## config.mk

```make
export PLATFORM = sky130hd
export DESIGN_NAME = axi2axil_bridge
export DESIGN_NICKNAME = d
export VERILOG_FILES = /design/src/rtl/axi2axil_pkg.sv /design/src/rtl/axi2axil_resp_tracker.sv /design/src/rtl/axi2axil_core.sv /design/src/rtl/axi2axil_bridge.sv
export SDC_FILE = /design/constraint.sdc
export NUM_CORES = 1
export LEC_CHECK = 0
export BUFFER_PORTS_ARGS = -buffer_cell sky130_fd_sc_hd__buf_2
export CAP_MARGIN = 10
export CORE_ASPECT_RATIO = 2
export CORE_MARGIN = 5
export CORE_UTILIZATION = 50
export DETAILED_ROUTE_END_ITERATION = 8
export HOLD_SLACK_MARGIN = 0.1
export PLACE_DENSITY = 0.78
export SETUP_SLACK_MARGIN = 0.2
export SLEW_MARGIN = 30
export SYNTH_ARGS = -nofsm -noshare
export SYNTH_HDL_FRONTEND = slang
export SYNTH_HIERARCHICAL = 1
export SYNTH_SLANG_ARGS = --single-unit
```

## constraint.sdc

```tcl
create_clock -name clk -period 5.6 [get_ports clk]
set_input_delay 1.12 -clock clk [delete_from_list [all_inputs] [get_ports clk]]
set_output_delay 1.12 -clock clk [all_outputs]
set_load 0.01 [all_outputs]
```

## src/rtl/axi2axil_pkg.sv

```systemverilog
// ---------------------------------------------------------------------
// Shared definitions for the AXI4 to AXI4-Lite bridge
// Field widths, tracker depth, burst and response encodings,
// and the packed payloads of every channel
// ---------------------------------------------------------------------
`default_nettype none

package axi2axil_pkg;

  // Field widths
  localparam int addr_width = 16;
  localparam int data_width = 32;
  localparam int strb_width = data_width / 8;
  localparam int id_width = 4;
  localparam int len_width = 8;
  localparam int size_width = 3;
  localparam int burst_width = 2;
  localparam int resp_width = 2;
  localparam int prot_width = 3;

  // Response tracker depth, also the outstanding request limit
  localparam int max_outstanding = 8;
  localparam int track_ptr_width = $clog2(max_outstanding);
  localparam int track_cnt_width = $clog2(max_outstanding + 1);

  // AXI burst type encoding
  typedef enum logic [burst_width-1:0] {
    burst_fixed    = 2'b00,
    burst_incr     = 2'b01,
    burst_wrap     = 2'b10,
    burst_reserved = 2'b11
  } burst_t;

  // AXI response encoding
  typedef enum logic [resp_width-1:0] {
    resp_okay   = 2'b00,
    resp_exokay = 2'b01,
    resp_slverr = 2'b10,
    resp_decerr = 2'b11
  } resp_t;

  // AXI4 address channel request (ar and aw)
  typedef struct packed {
    logic [addr_width-1:0] addr;
    logic [id_width-1:0]   id;
    logic [len_width-1:0]  len;
    logic [size_width-1:0] size;
    burst_t                burst;
    logic [prot_width-1:0] prot;
  } axi_addr_t;

  // AXI4-Lite address channel request
  typedef struct packed {
    logic [addr_width-1:0] addr;
    logic [prot_width-1:0] prot;
  } axil_addr_t;

  // One write beat
  typedef struct packed {
    logic [data_width-1:0] data;
    logic [strb_width-1:0] strb;
  } wdata_t;

  // One read beat, same on both sides
  typedef struct packed {
    logic [data_width-1:0] data;
    resp_t                 resp;
  } rdata_t;

  // Tracker entry, burst id and last-beat flag
  typedef struct packed {
    logic [id_width-1:0] id;
    logic                last;
  } track_t;

endpackage

`default_nettype wire

```

## src/rtl/axi2axil_resp_tracker.sv

```systemverilog
// ---------------------------------------------------------------------
// Response tracker FIFO
// Holds id and last flag of every AXI4-Lite request in flight
// Head entry drives the pop side directly
// ---------------------------------------------------------------------
`default_nettype none

module axi2axil_resp_tracker
  import axi2axil_pkg::*;
(
  input  logic   clk,
  input  logic   arst_n,
  // One push per issued request
  input  logic   push_valid,
  output logic   push_ready,
  input  track_t push_data,
  // One pop per returned response
  output logic   pop_valid,
  input  logic   pop_ready,
  output track_t pop_data
);

  // Entry storage
  track_t mem [max_outstanding];

  logic [track_ptr_width-1:0] wr_ptr;
  logic [track_ptr_width-1:0] rd_ptr;
  logic [track_cnt_width-1:0] count;
  logic                       push_hs;
  logic                       pop_hs;

  // Pointer advance with wrap at the last slot
  function automatic logic [track_ptr_width-1:0] next_ptr(
    input logic [track_ptr_width-1:0] ptr
  );
    if (ptr == track_ptr_width'(max_outstanding - 1)) begin
      next_ptr = '0;
    end else begin
      next_ptr = ptr + 1'b1;
    end
  endfunction

  // ---------------------------------------------------------------------
  // Status and handshakes
  // ---------------------------------------------------------------------

  assign push_ready = (count != track_cnt_width'(max_outstanding));
  assign pop_valid  = (count != '0);
  assign push_hs    = push_valid && push_ready;
  assign pop_hs     = pop_valid && pop_ready;

  // Head entry drives pop data with no bypass from the push side
  assign pop_data = mem[rd_ptr];

  always_ff @(posedge clk) begin
    if (push_hs) begin
      mem[wr_ptr] <= push_data;
    end
  end

  // Pointers and occupancy
  always_ff @(posedge clk or negedge arst_n) begin
    if (!arst_n) begin
      wr_ptr <= '0;
      rd_ptr <= '0;
      count  <= '0;
    end else begin
      if (push_hs) begin
        wr_ptr <= next_ptr(wr_ptr);
      end
      if (pop_hs) begin
        rd_ptr <= next_ptr(rd_ptr);
      end
      // Simultaneous push and pop leaves the count unchanged
      case ({push_hs, pop_hs})
        2'b10:   count <= count + 1'b1;
        2'b01:   count <= count - 1'b1;
        default: count <= count;
      endcase
    end
  end

  // ---------------------------------------------------------------------
  // Checks on the caller
  // ---------------------------------------------------------------------

  // Core must gate its requests on push_ready
  a_no_push_full: assert property (@(posedge clk) disable iff (!arst_n)
    push_valid |-> push_ready);

  // A response pop needs a matching request in flight
  a_no_pop_empty: assert property (@(posedge clk) disable iff (!arst_n)
    pop_ready |-> pop_valid);

endmodule

`default_nettype wire

```

## src/rtl/axi2axil_core.sv

```systemverilog
// ---------------------------------------------------------------------
// Burst splitting core for one direction
// Beat counter, per-beat address generation, request gating,
// response tracking and write response merging
// ---------------------------------------------------------------------
`default_nettype none

module axi2axil_core
  import axi2axil_pkg::*;
#(
  // 1 for the read side, 0 for the write side
  parameter bit is_read = 1'b0
) (
  input  logic                clk,
  input  logic                arst_n,
  // AXI4 request
  input  axi_addr_t           axi_req,
  input  logic                axi_req_valid,
  output logic                axi_req_ready,
  // AXI4-Lite request
  output axil_addr_t          axil_req,
  output logic                axil_req_valid,
  input  logic                axil_req_ready,
  // AXI4-Lite response
  input  rdata_t              axil_resp,
  input  logic                axil_resp_valid,
  output logic                axil_resp_ready,
  // AXI4 response
  output rdata_t              axi_resp,
  output logic [id_width-1:0] axi_resp_id,
  output logic                axi_resp_last,
  output logic                axi_resp_valid,
  input  logic                axi_resp_ready
);

  // Current beat index within the burst
  logic [len_width-1:0] beat_cnt;
  logic                 is_last_beat;
  logic                 axil_req_hs;
  logic                 axil_resp_hs;

  // Tracker side
  logic   trk_push_ready;
  logic   trk_pop_valid;
  track_t trk_push_data;
  track_t trk_pop_data;

  // ---------------------------------------------------------------------
  // Beat address
  // ---------------------------------------------------------------------

  // INCR steps by the beat size, WRAP folds back inside its window,
  // FIXED repeats the start address
  function automatic logic [addr_width-1:0] beat_addr(
    input axi_addr_t            req,
    input logic [len_width-1:0] index
  );
    logic [addr_width-1:0] incr_addr;
    logic [addr_width-1:0] wrap_mask;
    incr_addr = req.addr + (addr_width'(index) << req.size);
    // Window size is (len + 1) beats of 2^size bytes
    wrap_mask = (addr_width'({1'b0, req.len} + 9'd1) << req.size) - 1'b1;
    case (req.burst)
      burst_incr: beat_addr = incr_addr;
      burst_wrap: beat_addr = (req.addr & ~wrap_mask) | (incr_addr & wrap_mask);
      default:    beat_addr = req.addr;
    endcase
  endfunction

  // ---------------------------------------------------------------------
  // Request side
  // ---------------------------------------------------------------------

  assign axil_req_hs  = axil_req_valid && axil_req_ready;
  assign axil_resp_hs = axil_resp_valid && axil_resp_ready;
  assign is_last_beat = (beat_cnt == axi_req.len);

  // Issue beats only while the tracker has a free slot
  assign axil_req_valid = axi_req_valid && trk_push_ready;

  // AXI4 request retires together with its final beat
  assign axi_req_ready = axil_req_hs && is_last_beat;

  assign axil_req.addr = beat_addr(axi_req, beat_cnt);
  assign axil_req.prot = axi_req.prot;

  // Beat counter, reloads after the final beat
  always_ff @(posedge clk or negedge arst_n) begin
    if (!arst_n) begin
      beat_cnt <= '0;
    end else if (axil_req_hs) begin
      if (is_last_beat) begin
        beat_cnt <= '0;
      end else begin
        beat_cnt <= beat_cnt + 1'b1;
      end
    end
  end

  // ---------------------------------------------------------------------
  // Outstanding request tracking
  // ---------------------------------------------------------------------

  assign trk_push_data.id   = axi_req.id;
  assign trk_push_data.last = is_last_beat;

  axi2axil_resp_tracker u_resp_tracker (
    .clk        (clk),
    .arst_n     (arst_n),
    .push_valid (axil_req_hs),
    .push_ready (trk_push_ready),
    .push_data  (trk_push_data),
    .pop_valid  (trk_pop_valid),
    .pop_ready  (axil_resp_hs),
    .pop_data   (trk_pop_data)
  );

  // Id and last of the oldest request in flight
  assign axi_resp_id   = trk_pop_data.id;
  assign axi_resp_last = trk_pop_data.last;

  // ---------------------------------------------------------------------
  // Response side
  // ---------------------------------------------------------------------

  generate
    if (is_read) begin : gen_read
      // Every R beat goes straight through
      assign axi_resp        = axil_resp;
      assign axi_resp_valid  = axil_resp_valid;
      assign axil_resp_ready = axi_resp_ready;
    end else begin : gen_write
      resp_t merged_resp;
      logic  axi_resp_hs;
      logic  head_last;

      assign axi_resp_hs = axi_resp_valid && axi_resp_ready;
      // Last flag only counts while an entry is present
      assign head_last   = trk_pop_valid && trk_pop_data.last;

      // Only the final B beat of a burst reaches the AXI4 side
      assign axi_resp_valid  = axil_resp_valid && head_last;
      // Earlier beats are absorbed without waiting on bready
      assign axil_resp_ready = !head_last || axi_resp_ready;

      assign axi_resp.data = axil_resp.data;
      // Latest error wins, else whatever was merged so far
      assign axi_resp.resp = (axil_resp.resp != resp_okay) ? axil_resp.resp : merged_resp;

      // Error collected over the non-final beats
      always_ff @(posedge clk or negedge arst_n) begin
        if (!arst_n) begin
          merged_resp <= resp_okay;
        end else if (axi_resp_hs) begin
          merged_resp <= resp_okay;
        end else if (axil_resp_hs && (axil_resp.resp != resp_okay)) begin
          merged_resp <= axil_resp.resp;
        end
      end
    end
  endgenerate

  // ---------------------------------------------------------------------
  // Checks
  // ---------------------------------------------------------------------

  // Reserved burst type is never issued by the master
  a_no_reserved_burst: assert property (@(posedge clk) disable iff (!arst_n)
    axi_req_valid |-> (axi_req.burst != burst_reserved));

  // Target may only answer requests it has been sent
  a_resp_has_request: assert property (@(posedge clk) disable iff (!arst_n)
    axil_resp_valid |-> trk_pop_valid);

endmodule

`default_nettype wire

```

## src/rtl/axi2axil_bridge.sv

```systemverilog
// ---------------------------------------------------------------------
// AXI4 to AXI4-Lite bridge top level
// Read core on ar/r, write core on aw/b, W passes straight through
// ---------------------------------------------------------------------
`default_nettype none

module axi2axil_bridge
  import axi2axil_pkg::*;
(
  input  logic                clk,
  input  logic                arst_n,
  // AXI4 read address
  input  axi_addr_t           ar,
  input  logic                ar_valid,
  output logic                ar_ready,
  // AXI4 write address
  input  axi_addr_t           aw,
  input  logic                aw_valid,
  output logic                aw_ready,
  // AXI4 write data
  input  wdata_t              w,
  input  logic                w_last,
  input  logic                w_valid,
  output logic                w_ready,
  // AXI4 read data
  output rdata_t              r,
  output logic [id_width-1:0] r_id,
  output logic                r_last,
  output logic                r_valid,
  input  logic                r_ready,
  // AXI4 write response
  output resp_t               b,
  output logic [id_width-1:0] b_id,
  output logic                b_valid,
  input  logic                b_ready,
  // AXI4-Lite read address
  output axil_addr_t          axil_ar,
  output logic                axil_ar_valid,
  input  logic                axil_ar_ready,
  // AXI4-Lite write address
  output axil_addr_t          axil_aw,
  output logic                axil_aw_valid,
  input  logic                axil_aw_ready,
  // AXI4-Lite write data
  output wdata_t              axil_w,
  output logic                axil_w_valid,
  input  logic                axil_w_ready,
  // AXI4-Lite read data
  input  rdata_t              axil_r,
  input  logic                axil_r_valid,
  output logic                axil_r_ready,
  // AXI4-Lite write response
  input  resp_t               axil_b,
  input  logic                axil_b_valid,
  output logic                axil_b_ready
);

  // Write core response words where B uses only resp
  rdata_t wr_resp_in;
  rdata_t wr_resp_out;

  // ---------------------------------------------------------------------
  // Read direction
  // ---------------------------------------------------------------------

  axi2axil_core #(
    .is_read (1'b1)
  ) u_read_core (
    .clk             (clk),
    .arst_n          (arst_n),
    .axi_req         (ar),
    .axi_req_valid   (ar_valid),
    .axi_req_ready   (ar_ready),
    .axil_req        (axil_ar),
    .axil_req_valid  (axil_ar_valid),
    .axil_req_ready  (axil_ar_ready),
    .axil_resp       (axil_r),
    .axil_resp_valid (axil_r_valid),
    .axil_resp_ready (axil_r_ready),
    .axi_resp        (r),
    .axi_resp_id     (r_id),
    .axi_resp_last   (r_last),
    .axi_resp_valid  (r_valid),
    .axi_resp_ready  (r_ready)
  );

  // ---------------------------------------------------------------------
  // Write direction
  // ---------------------------------------------------------------------

  assign wr_resp_in.data = '0;
  assign wr_resp_in.resp = axil_b;
  assign b               = wr_resp_out.resp;

  // B has no last flag, the write core raises it only on the final beat
  axi2axil_core #(
    .is_read (1'b0)
  ) u_write_core (
    .clk             (clk),
    .arst_n          (arst_n),
    .axi_req         (aw),
    .axi_req_valid   (aw_valid),
    .axi_req_ready   (aw_ready),
    .axil_req        (axil_aw),
    .axil_req_valid  (axil_aw_valid),
    .axil_req_ready  (axil_aw_ready),
    .axil_resp       (wr_resp_in),
    .axil_resp_valid (axil_b_valid),
    .axil_resp_ready (axil_b_ready),
    .axi_resp        (wr_resp_out),
    .axi_resp_id     (b_id),
    .axi_resp_last   (),
    .axi_resp_valid  (b_valid),
    .axi_resp_ready  (b_ready)
  );

  // W beats map one to one onto the AXI4-Lite beats
  // The write core counter marks the burst end, so w_last stays unused
  assign axil_w       = w;
  assign axil_w_valid = w_valid;
  assign w_ready      = axil_w_ready;

endmodule

`default_nettype wire

```

## Word level (Yosys, flattened, before mapping)

Memory sizes are Yosys's and may differ from the RTL's.
Index checks and enable logic that the tools add are counted.
W data, S select, Z words.

- Bits in registers: 38
- Latch bits: 0
- Memory bits (writable): 80
- Bits in read-only memories: 0
- Bits of input ports: 157
- Output and inout port bits: 129
- Word-level logic and storage cells: 96
- Memories: 2

Memories:

| memory | depth | bits a word | rd ports | clocked after memory_dff | write ports | RTL line | RTL |
|---|---|---|---|---|---|---|---|
| u_read_core.u_resp_tracker.mem | 8 | 5 | 1 | 0 | 1 | axi2axil_resp_tracker.sv:24 | `track_t mem [max_outstanding];` |
| u_write_core.u_resp_tracker.mem | 8 | 5 | 1 | 0 | 1 | axi2axil_resp_tracker.sv:24 |  |

- Add/subtract/negate cells: 16
- Multipliers: 0
- Div/mod/pow operators: 0
- Order comparisons: 0
- Eq/ne operators: 16
- Shift-type cells: 4
- Muxes and demuxes: 17
- Bitwise gates (word level): 8
- Reductions and logical operators: 24

Operator list:

| kind | number |
|---|---|
| $and A16 B16 Y16 | 4 |
| $pmux W16 S2 | 2 |
| $add A16 B16 Y16 | 2 |
| $not A16 Y16 | 2 |
| $or A16 B16 Y16 | 2 |
| $shl A16 B3 Y16 | 2 |
| $shl A8 B3 Y16 | 2 |
| $sub A16 B1 Y16 const B | 2 |
| $add A8 B1 Y9 const B | 2 |
| $add A8 B1 Y8 const B | 2 |
| $eq A8 B8 Y1 | 2 |
| $logic_and A1 B1 Y1 | 16 |
| $mux W8 | 2 |
| $pmux W4 S2 | 2 |
| $add A3 B1 Y3 const B | 4 |
| $eq A3 B3 Y1 const B | 4 |
| $mux W3 | 4 |
| $add A4 B1 Y4 const B | 2 |
| $eq A2 B1 Y1 const B | 4 |
| $eq A2 B2 Y1 const B | 4 |
| $ne A4 B4 Y1 const B | 2 |
| $reduce_bool A2 Y1 | 4 |
| $reduce_bool A4 Y1 | 2 |
| $sub A4 B1 Y4 const B | 2 |
| other kinds (4) | 9 |

## Logic depth before layout (Yosys ltp)

Gate-level depths: netlist of run 1.

- Word-level depth: 8
- Gate-level depth with buffers: 18
- Gate-level depth less buffers: 15

## Modules after synthesis

The synthesis of run 1 kept the hierarchy.

Modules (own cells, without submodules):

| module | times used | cells each | area each (µm²) | seq. area each (µm²) |
|---|---|---|---|---|
| axi2axil_core at u_read_core | 1 | 479 | 3599.7 | 200.2 |
| axi2axil_core at u_write_core | 1 | 506 | 3534.6 | 250.2 |
| axi2axil_resp_tracker at u_write_core.u_resp_tracker | 1 | 123 | 2235.9 | 1451.4 |
| axi2axil_resp_tracker at u_read_core.u_resp_tracker | 1 | 123 | 2234.6 | 1451.4 |
| axi2axil_bridge | 1 | 39 | 289.0 | 0.0 |

## Least setup slack after synthesis of run 1

Ideal clock, no wire load.

- Kind: input-to-output
- From: input port ar[6] (netlist bit)
- To: output port axil_ar[18] (netlist bit)
- Arrival time: 4.668 ns
- Data required time: 4.480 ns
- Path slack: -0.188 ns
- Stages: 17
- Path buffers: 4
- Cell sequence: buf_6 -> buf_2 -> buf_2 -> buf_1 -> mux2i_1 -> o21ai_0 -> and2_1 -> ha_1 -> and3_1 -> a221o_1 -> o221a_2 -> a31o_2 -> a21o_1 -> a21oi_1 -> o22a_1 -> a211oi_1 -> a211oi_1

RTL lines:

| element | RTL line | RTL |
|---|---|---|
| from (decl) | axi2axil_bridge.sv:13 | `input axi_addr_t ar,` |
| to (decl) | axi2axil_bridge.sv:37 | `output axil_addr_t axil_ar,` |

==> flow_summary.yaml, run 1 <==
drt:
  ant_nets: 0
  post_drt_wl_per_cell_um: 19.5
  drt_pass1_iterations: 5
  vias: 9963
  routed_wl_um: 30600
  drt_iter0_markers: 434
  drc: 0
  vias_per_cell: 6.36
place:
  hpwl_um: 24000
  numPlacedInstances: 1532
  io_buffers: 128
  gp_congestion: 0.968
sta:
  setup_tns_ns: 0
  tightest_slew_ns: 0.965
  setup_viol: 0
  slew_viol_final: 0
  hold_viol: 0
  finClkSkew_ns: 0.00486
  hold-worst-slack_ns: 0.517
  finalCritPeriodShare: 0.948
  layout_min_cycle_time_ns: 5.31
  rsz0062_at_grt: "true"
  clock.fmax_ghz: 0.188
  slew-limit-headroom: 0.351
synth:
  syn_inst: 1237
  syn-cell-area_mm2: 0.0116
  yosys_warnings: 6
  syn_area_per_cell_um2: 9.42
  syn-num-nets: 1452
die:
  dieHeight_um: 226
  fp.dieW_um: 118
  start_util: 0.504
  boundaryPins: 286
  num_rows: 79
  die_area_mm2: 0.0266
  core_area_mm2: 0.0231
critical_path:
  path_buf_inv: 3
  path_class: "input pin to output port"
  crit_chain: "clkbuf_4 > mux2_2 > o21ai_0 > buf_4 > o22ai_1 > ha_2 > a211o_1 > o21bai_4 > a211oi_2 > o21ai_2 > a41oi_2 > xnor2_2 > nand3_1 > mux2i_1 > a221o_1 > buf_2"
  required_ns: 4.48
  end_kind: "output port"
  regToRegSetupSlack_ns: 1.62
  max_stage_delay_ns: 0.35
  cp_top_family: "compound AO/OA/AOI/OAI gates"
  start_kind: "input pin"
  worstPathArrival_ns: 4.19
  cp_slowest_cell: "mux2_2"
  cp_max_fo: 7
clock_network:
  ctsHoldBuffers: 0
  clock-sinks: 118
  clk_path_buf_depth: 2
  cts_tree: "yes"
  cts-root-buf: "clkbuf_16"
  clk_pin_slew_ns: 0.05
  cts_buffers: 17
  clkLatencyLatePin_ns: 0.40
  cts_htree_levels: 4
global_routing:
  overflow: 0
  grt_pass1_vias: 10100
  grt_max_degree: 39
  gr-usage-all-layers: 0.221
  grt_pass1_wl_um: 48500
  antenna_found_initial: 0
power:
  combPwrFrac: 0.435
  seqPwrFrac: 0.326
  p_sw_uw: 1590
  p_leak_uw: 0.00508
  ir_drop_mv: 0.207
  p_int_uw: 2650
  p_total_uw: 4240
  power_per_cell_area_mw_per_mm2: 337
  clock_power_share: 0.239
  power.share.switching: 0.376
layout:
  fill_cells: 2025
  final_layout_size_suffix_gt1_frac: 0.251
  most-common-layout-cells: "124 x buf_2, 95 x nor2_1, 82 x nand2_1, 80 x edfxtp_1, 57 x o21ai_0"
  n_antenna_cell: 0
  syn_to_final_growth_pct: 8.12
  nets: 1486
  layout.cells.non_filler: 1567
  final_common_cell: "buf_2"
flow_run:
  max_cap_violations: 0
worst_hold_path:
  min_path_type: "flop to flop"
run_status:
  status: "complete, no violations"
==> path summary, 6_finish.rpt <==
path                            cells after the start                                     to                             startpoint
worst max-delay path                               16                            axil_aw[17]                                  aw[6]
worst min-delay path                                1  u_write_core/gen_write.merged_resp[0]  u_write_core/gen_write.merged_resp[0]
worst max register to register                     13   u_write_core/u_resp_tracker/count[3]  u_write_core/u_resp_tracker/rd_ptr[0]
worst min register to register                      1  u_write_core/gen_write.merged_resp[0]  u_write_core/gen_write.merged_resp[0]
max in group asynchronous                           1               u_write_core/beat_cnt[0]                                 arst_n
min in group asynchronous                           1                u_read_core/beat_cnt[7]                                 arst_n
==> per-stage QoR <==
stage	area [µm²]	utilization	setup WS, ns
CTS	12400	0.538	0.166
global route	12600	0.545	0.00897
global placement	11900	0.513	0.0396
floorplan	11700	-	0.214
detailed placement	11900	0.513	0.0398
finish	12600	0.545	0.291
==> area by class of cell <==
class | count | area, µm² | share of cell area
Clock buffer | 19 | 433 | 0.0344
Clock inverter | 13 | 133 | 0.0105
Inverter | 47 | 176 | 0.0140
Multi-Input combinational cell | 919 | 7190 | 0.571
Sequential cell | 118 | 3350 | 0.266
Tap cell | 283 | 354 | 0.0281
Timing Repair Buffer | 168 | 958 | 0.0761
==> registers in the layout, indices dropped and copies added (netlist names) <==
signal and count:
u_read_core/u_resp_tracker/count 4, u_read_core/u_resp_tracker/mem 40, u_write_core/gen_write.merged_resp 2, u_read_core/beat_cnt 8
u_write_core/u_resp_tracker/mem 40, u_read_core/u_resp_tracker/wr_ptr 3, u_write_core/beat_cnt 8, u_write_core/u_resp_tracker/wr_ptr 3
u_read_core/u_resp_tracker/rd_ptr 3, u_write_core/u_resp_tracker/count 4, u_write_core/u_resp_tracker/rd_ptr 3
==> metal layers <==
layer  track usage  vias to the layer above  wire length (µm)
met4         0.131                        0              1840
met5             0                        -                 0
met2         0.440                      408             17200
met3        0.0494                      133              1540
li1              -                     4619                 -
met1         0.196                     4803             10000
==> power groups by stage <==
| stage | registers, µW | logic [µW] | clock network [µW] |
|---|---|---|---|
| 2_1_floorplan | 1220 | 1520 | 0 |
| 3_3_place_gp | 1380 | 1720 | 0 |
| 3_5_place_dp | 1390 | 1780 | 0 |
| 4_1_cts | 1380 | 1800 | 1040 |
| 5_1_grt | 1410 | 2030 | 1080 |
| 6_report | 1380 | 1840 | 1020 |
==> worst reg2reg max path, delay by kind of cell, from the launching register on <==
family	cells	cell delay [ns]
flops	1	0.75
mux	2	0.94
simple gates	5	1.11
fa+ha+maj	2	0.64
compound gates	2	0.25
buf+inv	2	0.15
==> timing repair <==
item	4_1_cts	5_1_grt
gates resized for setup	4	29
pin swaps	1	10
setup buffers	0	3
setup endpoints to repair	4	9
Power figures use the tool's default switching activity.
==> run 2, diff against run 1 <==
Settings changed: RECOVER_POWER set to 25.
==> flow_summary.yaml, run 2 (synthesis gave the netlist of run 1 again) <==
run_status:
  status: "finished with violations"
  failed_checks: "capacitance limit, slew limit"
global_routing:
  grt_pass1_wl_um: 48500
  antenna_found_initial: 0
  grt_pass1_vias: 10100
  grt_max_degree: 39
  overflow: 0
  gr-usage-all-layers: 0.221
critical_path:
  start_kind: "input pin"
  required_ns: 4.48
  cp_max_fo: 7
  reg2reg_depth: 13
  reg2reg_to: "u_write_core/u_resp_tracker/count[3]"
  regToRegSetupSlack_ns: 1.62
  worstPathArrival_ns: 4.18
  r2r-start: "u_write_core/u_resp_tracker/rd_ptr[0]"
  crit_end: "axil_aw[17]"
  startpoint: "aw[6]"
  end_kind: "output port"
  path_class: "input pin to output port"
power:
  ir_drop_mv: 0.207
  power_per_cell_area_mw_per_mm2: 337
  p_leak_uw: 0.00505
layout:
  n_antenna_cell: 0
  final_layout_size_suffix_gt1_frac: 0.244
  most-common-layout-cells: "116 x buf_2, 95 x nor2_1, 82 x nand2_1, 80 x edfxtp_1, 57 x o21ai_0"
  syn_to_final_growth_pct: 8.00
  finish.utilization: 0.544
  nets: 1486
  final_common_cell: "buf_2"
  top_regs: "u_read_core/u_resp_tracker/mem (40), u_write_core/u_resp_tracker/mem (40)"
drt:
  drt_iter0_markers: 435
  drc: 0
  drt_pass1_iterations: 5
  ant_nets: 0
  vias_per_cell: 6.36
  routed_wl_um: 30600
  vias: 9967
  post_drt_wl_per_cell_um: 19.5
place:
  gp_congestion: 0.968
  hpwl_um: 24000
  io_buffers: 128
  post-place-ws_ns: 0.0398
sta:
  slew_viol_final: 39
  setup_tns_ns: 0
  layout_min_cycle_time_ns: 5.30
  rsz0062_at_grt: "true"
  tightest_slew_ns: 2.23
  slew-limit-headroom: -0.488
  finalCritPeriodShare: 0.947
  fin_ws_ns: 0.297
  finClkSkew_ns: 0.00450
  hold_viol: 0
  hold-worst-slack_ns: 0.516
  clock.fmax_ghz: 0.189
  setup_viol: 0
clock_network:
  cts_buffers: 17
  clk_pin_slew_ns: 0.05
  cts_htree_levels: 4
  ctsHoldBuffers: 0
  clk_path_buf_depth: 2
  cts-root-buf: "clkbuf_16"
  clkLatencyLatePin_ns: 0.40
  cts_tree: "yes"
  clock-sinks: 118
flow_run:
  max_cap_violations: 1
die:
  fp.dieW_um: 118
  core_area_mm2: 0.0231
  num_rows: 79
  die_area_mm2: 0.0266
  boundaryPins: 286
  dieHeight_um: 226
  start_util: 0.504
worst_hold_path:
  min_path_type: "flop to flop"
-- run 2: changes by cell type in the layout (fill, tap and decap cells not counted), sizes merged --
cell and change:
buf -9, clkbuf +9
-- run 2: worst min-delay path by stage --
| stage | from | end | slack, ns | cells after the start |
|---|---|---|---|---|
| after detailed placement | u_write_core/gen_write.merged_resp[1] | u_write_core/gen_write.merged_resp[1] | 0.50 | 1 |
| final | u_write_core/gen_write.merged_resp[1] | u_write_core/gen_write.merged_resp[1] | 0.52 | 1 |
| after global routing | u_write_core/gen_write.merged_resp[0] | u_write_core/gen_write.merged_resp[0] | 0.55 | 1 |
| after global placement | u_write_core/gen_write.merged_resp[0] | u_write_core/gen_write.merged_resp[0] | 0.51 | 1 |
| after floorplan | u_write_core/gen_write.merged_resp[0] | u_write_core/gen_write.merged_resp[0] | 0.47 | 1 |
| after CTS | u_write_core/gen_write.merged_resp[1] | u_write_core/gen_write.merged_resp[1] | 0.52 | 1 |
-- run 2: per-stage QoR --
| step | total power [µW] | cell area [µm²] | cells |
|---|---|---|---|
| after detailed placement | 3170 | 11900 | 1532 |
| after global routing | 4520 | 12600 | 1567 |
| final | 4240 | 12600 | 1567 |
| after CTS | 4210 | 12400 | 1564 |
| after floorplan | 2740 | 11700 | 1237 |
| after global placement | 3100 | 11900 | 1532 |
-- run 2: area by class of cell --
type / instances / area [µm²]
Multi-Input combinational cell: 919 / 7190
Clock inverter: 13 / 133
Tap cell: 283 / 354
Inverter: 47 / 176
Sequential cell: 118 / 3350
Clock buffer: 19 / 433
Timing Repair Buffer: 168 / 945
Fill cell: 2033 / 10500
-- run 2: per-layer routing --
| layer | global-route usage | share of wire |
|---|---|---|
| met5 | 0 | 0 |
| met4 | 0.131 | 0.060 |
| met3 | 0.0494 | 0.051 |
| met2 | 0.440 | 0.56 |
| met1 | 0.196 | 0.33 |
-- run 2: what timing repair did --
item                       4_1_cts  5_1_grt
buffers inserted                 0        3
resized for setup                4       29
pin swaps                        1       10
setup endpoints to repair        4        9
-- run 2: where the power goes --
group | internal, µW | switching, µW | leakage, µW | total [µW]
Clock | 650 | 365 | 0.000262 | 1020
Sequential | 1100 | 286 | 0.00119 | 1380
Combinational | 900 | 941 | 0.00360 | 1840
Total | 2650 | 1590 | 0.00505 | 4240
-- run 2: worst max-delay path: stages --
cell      delay, ns
clkbuf_4       0.16
mux2_2         0.35
o21ai_0        0.19
buf_4          0.16
o22ai_1        0.08
ha_2           0.21
a211o_1        0.33
o21bai_4       0.20
a211oi_2       0.34
o21ai_2        0.11
a41oi_2        0.19
xnor2_2        0.15
nand3_1        0.09
mux2i_1        0.19
a221o_1        0.16
buf_2          0.14
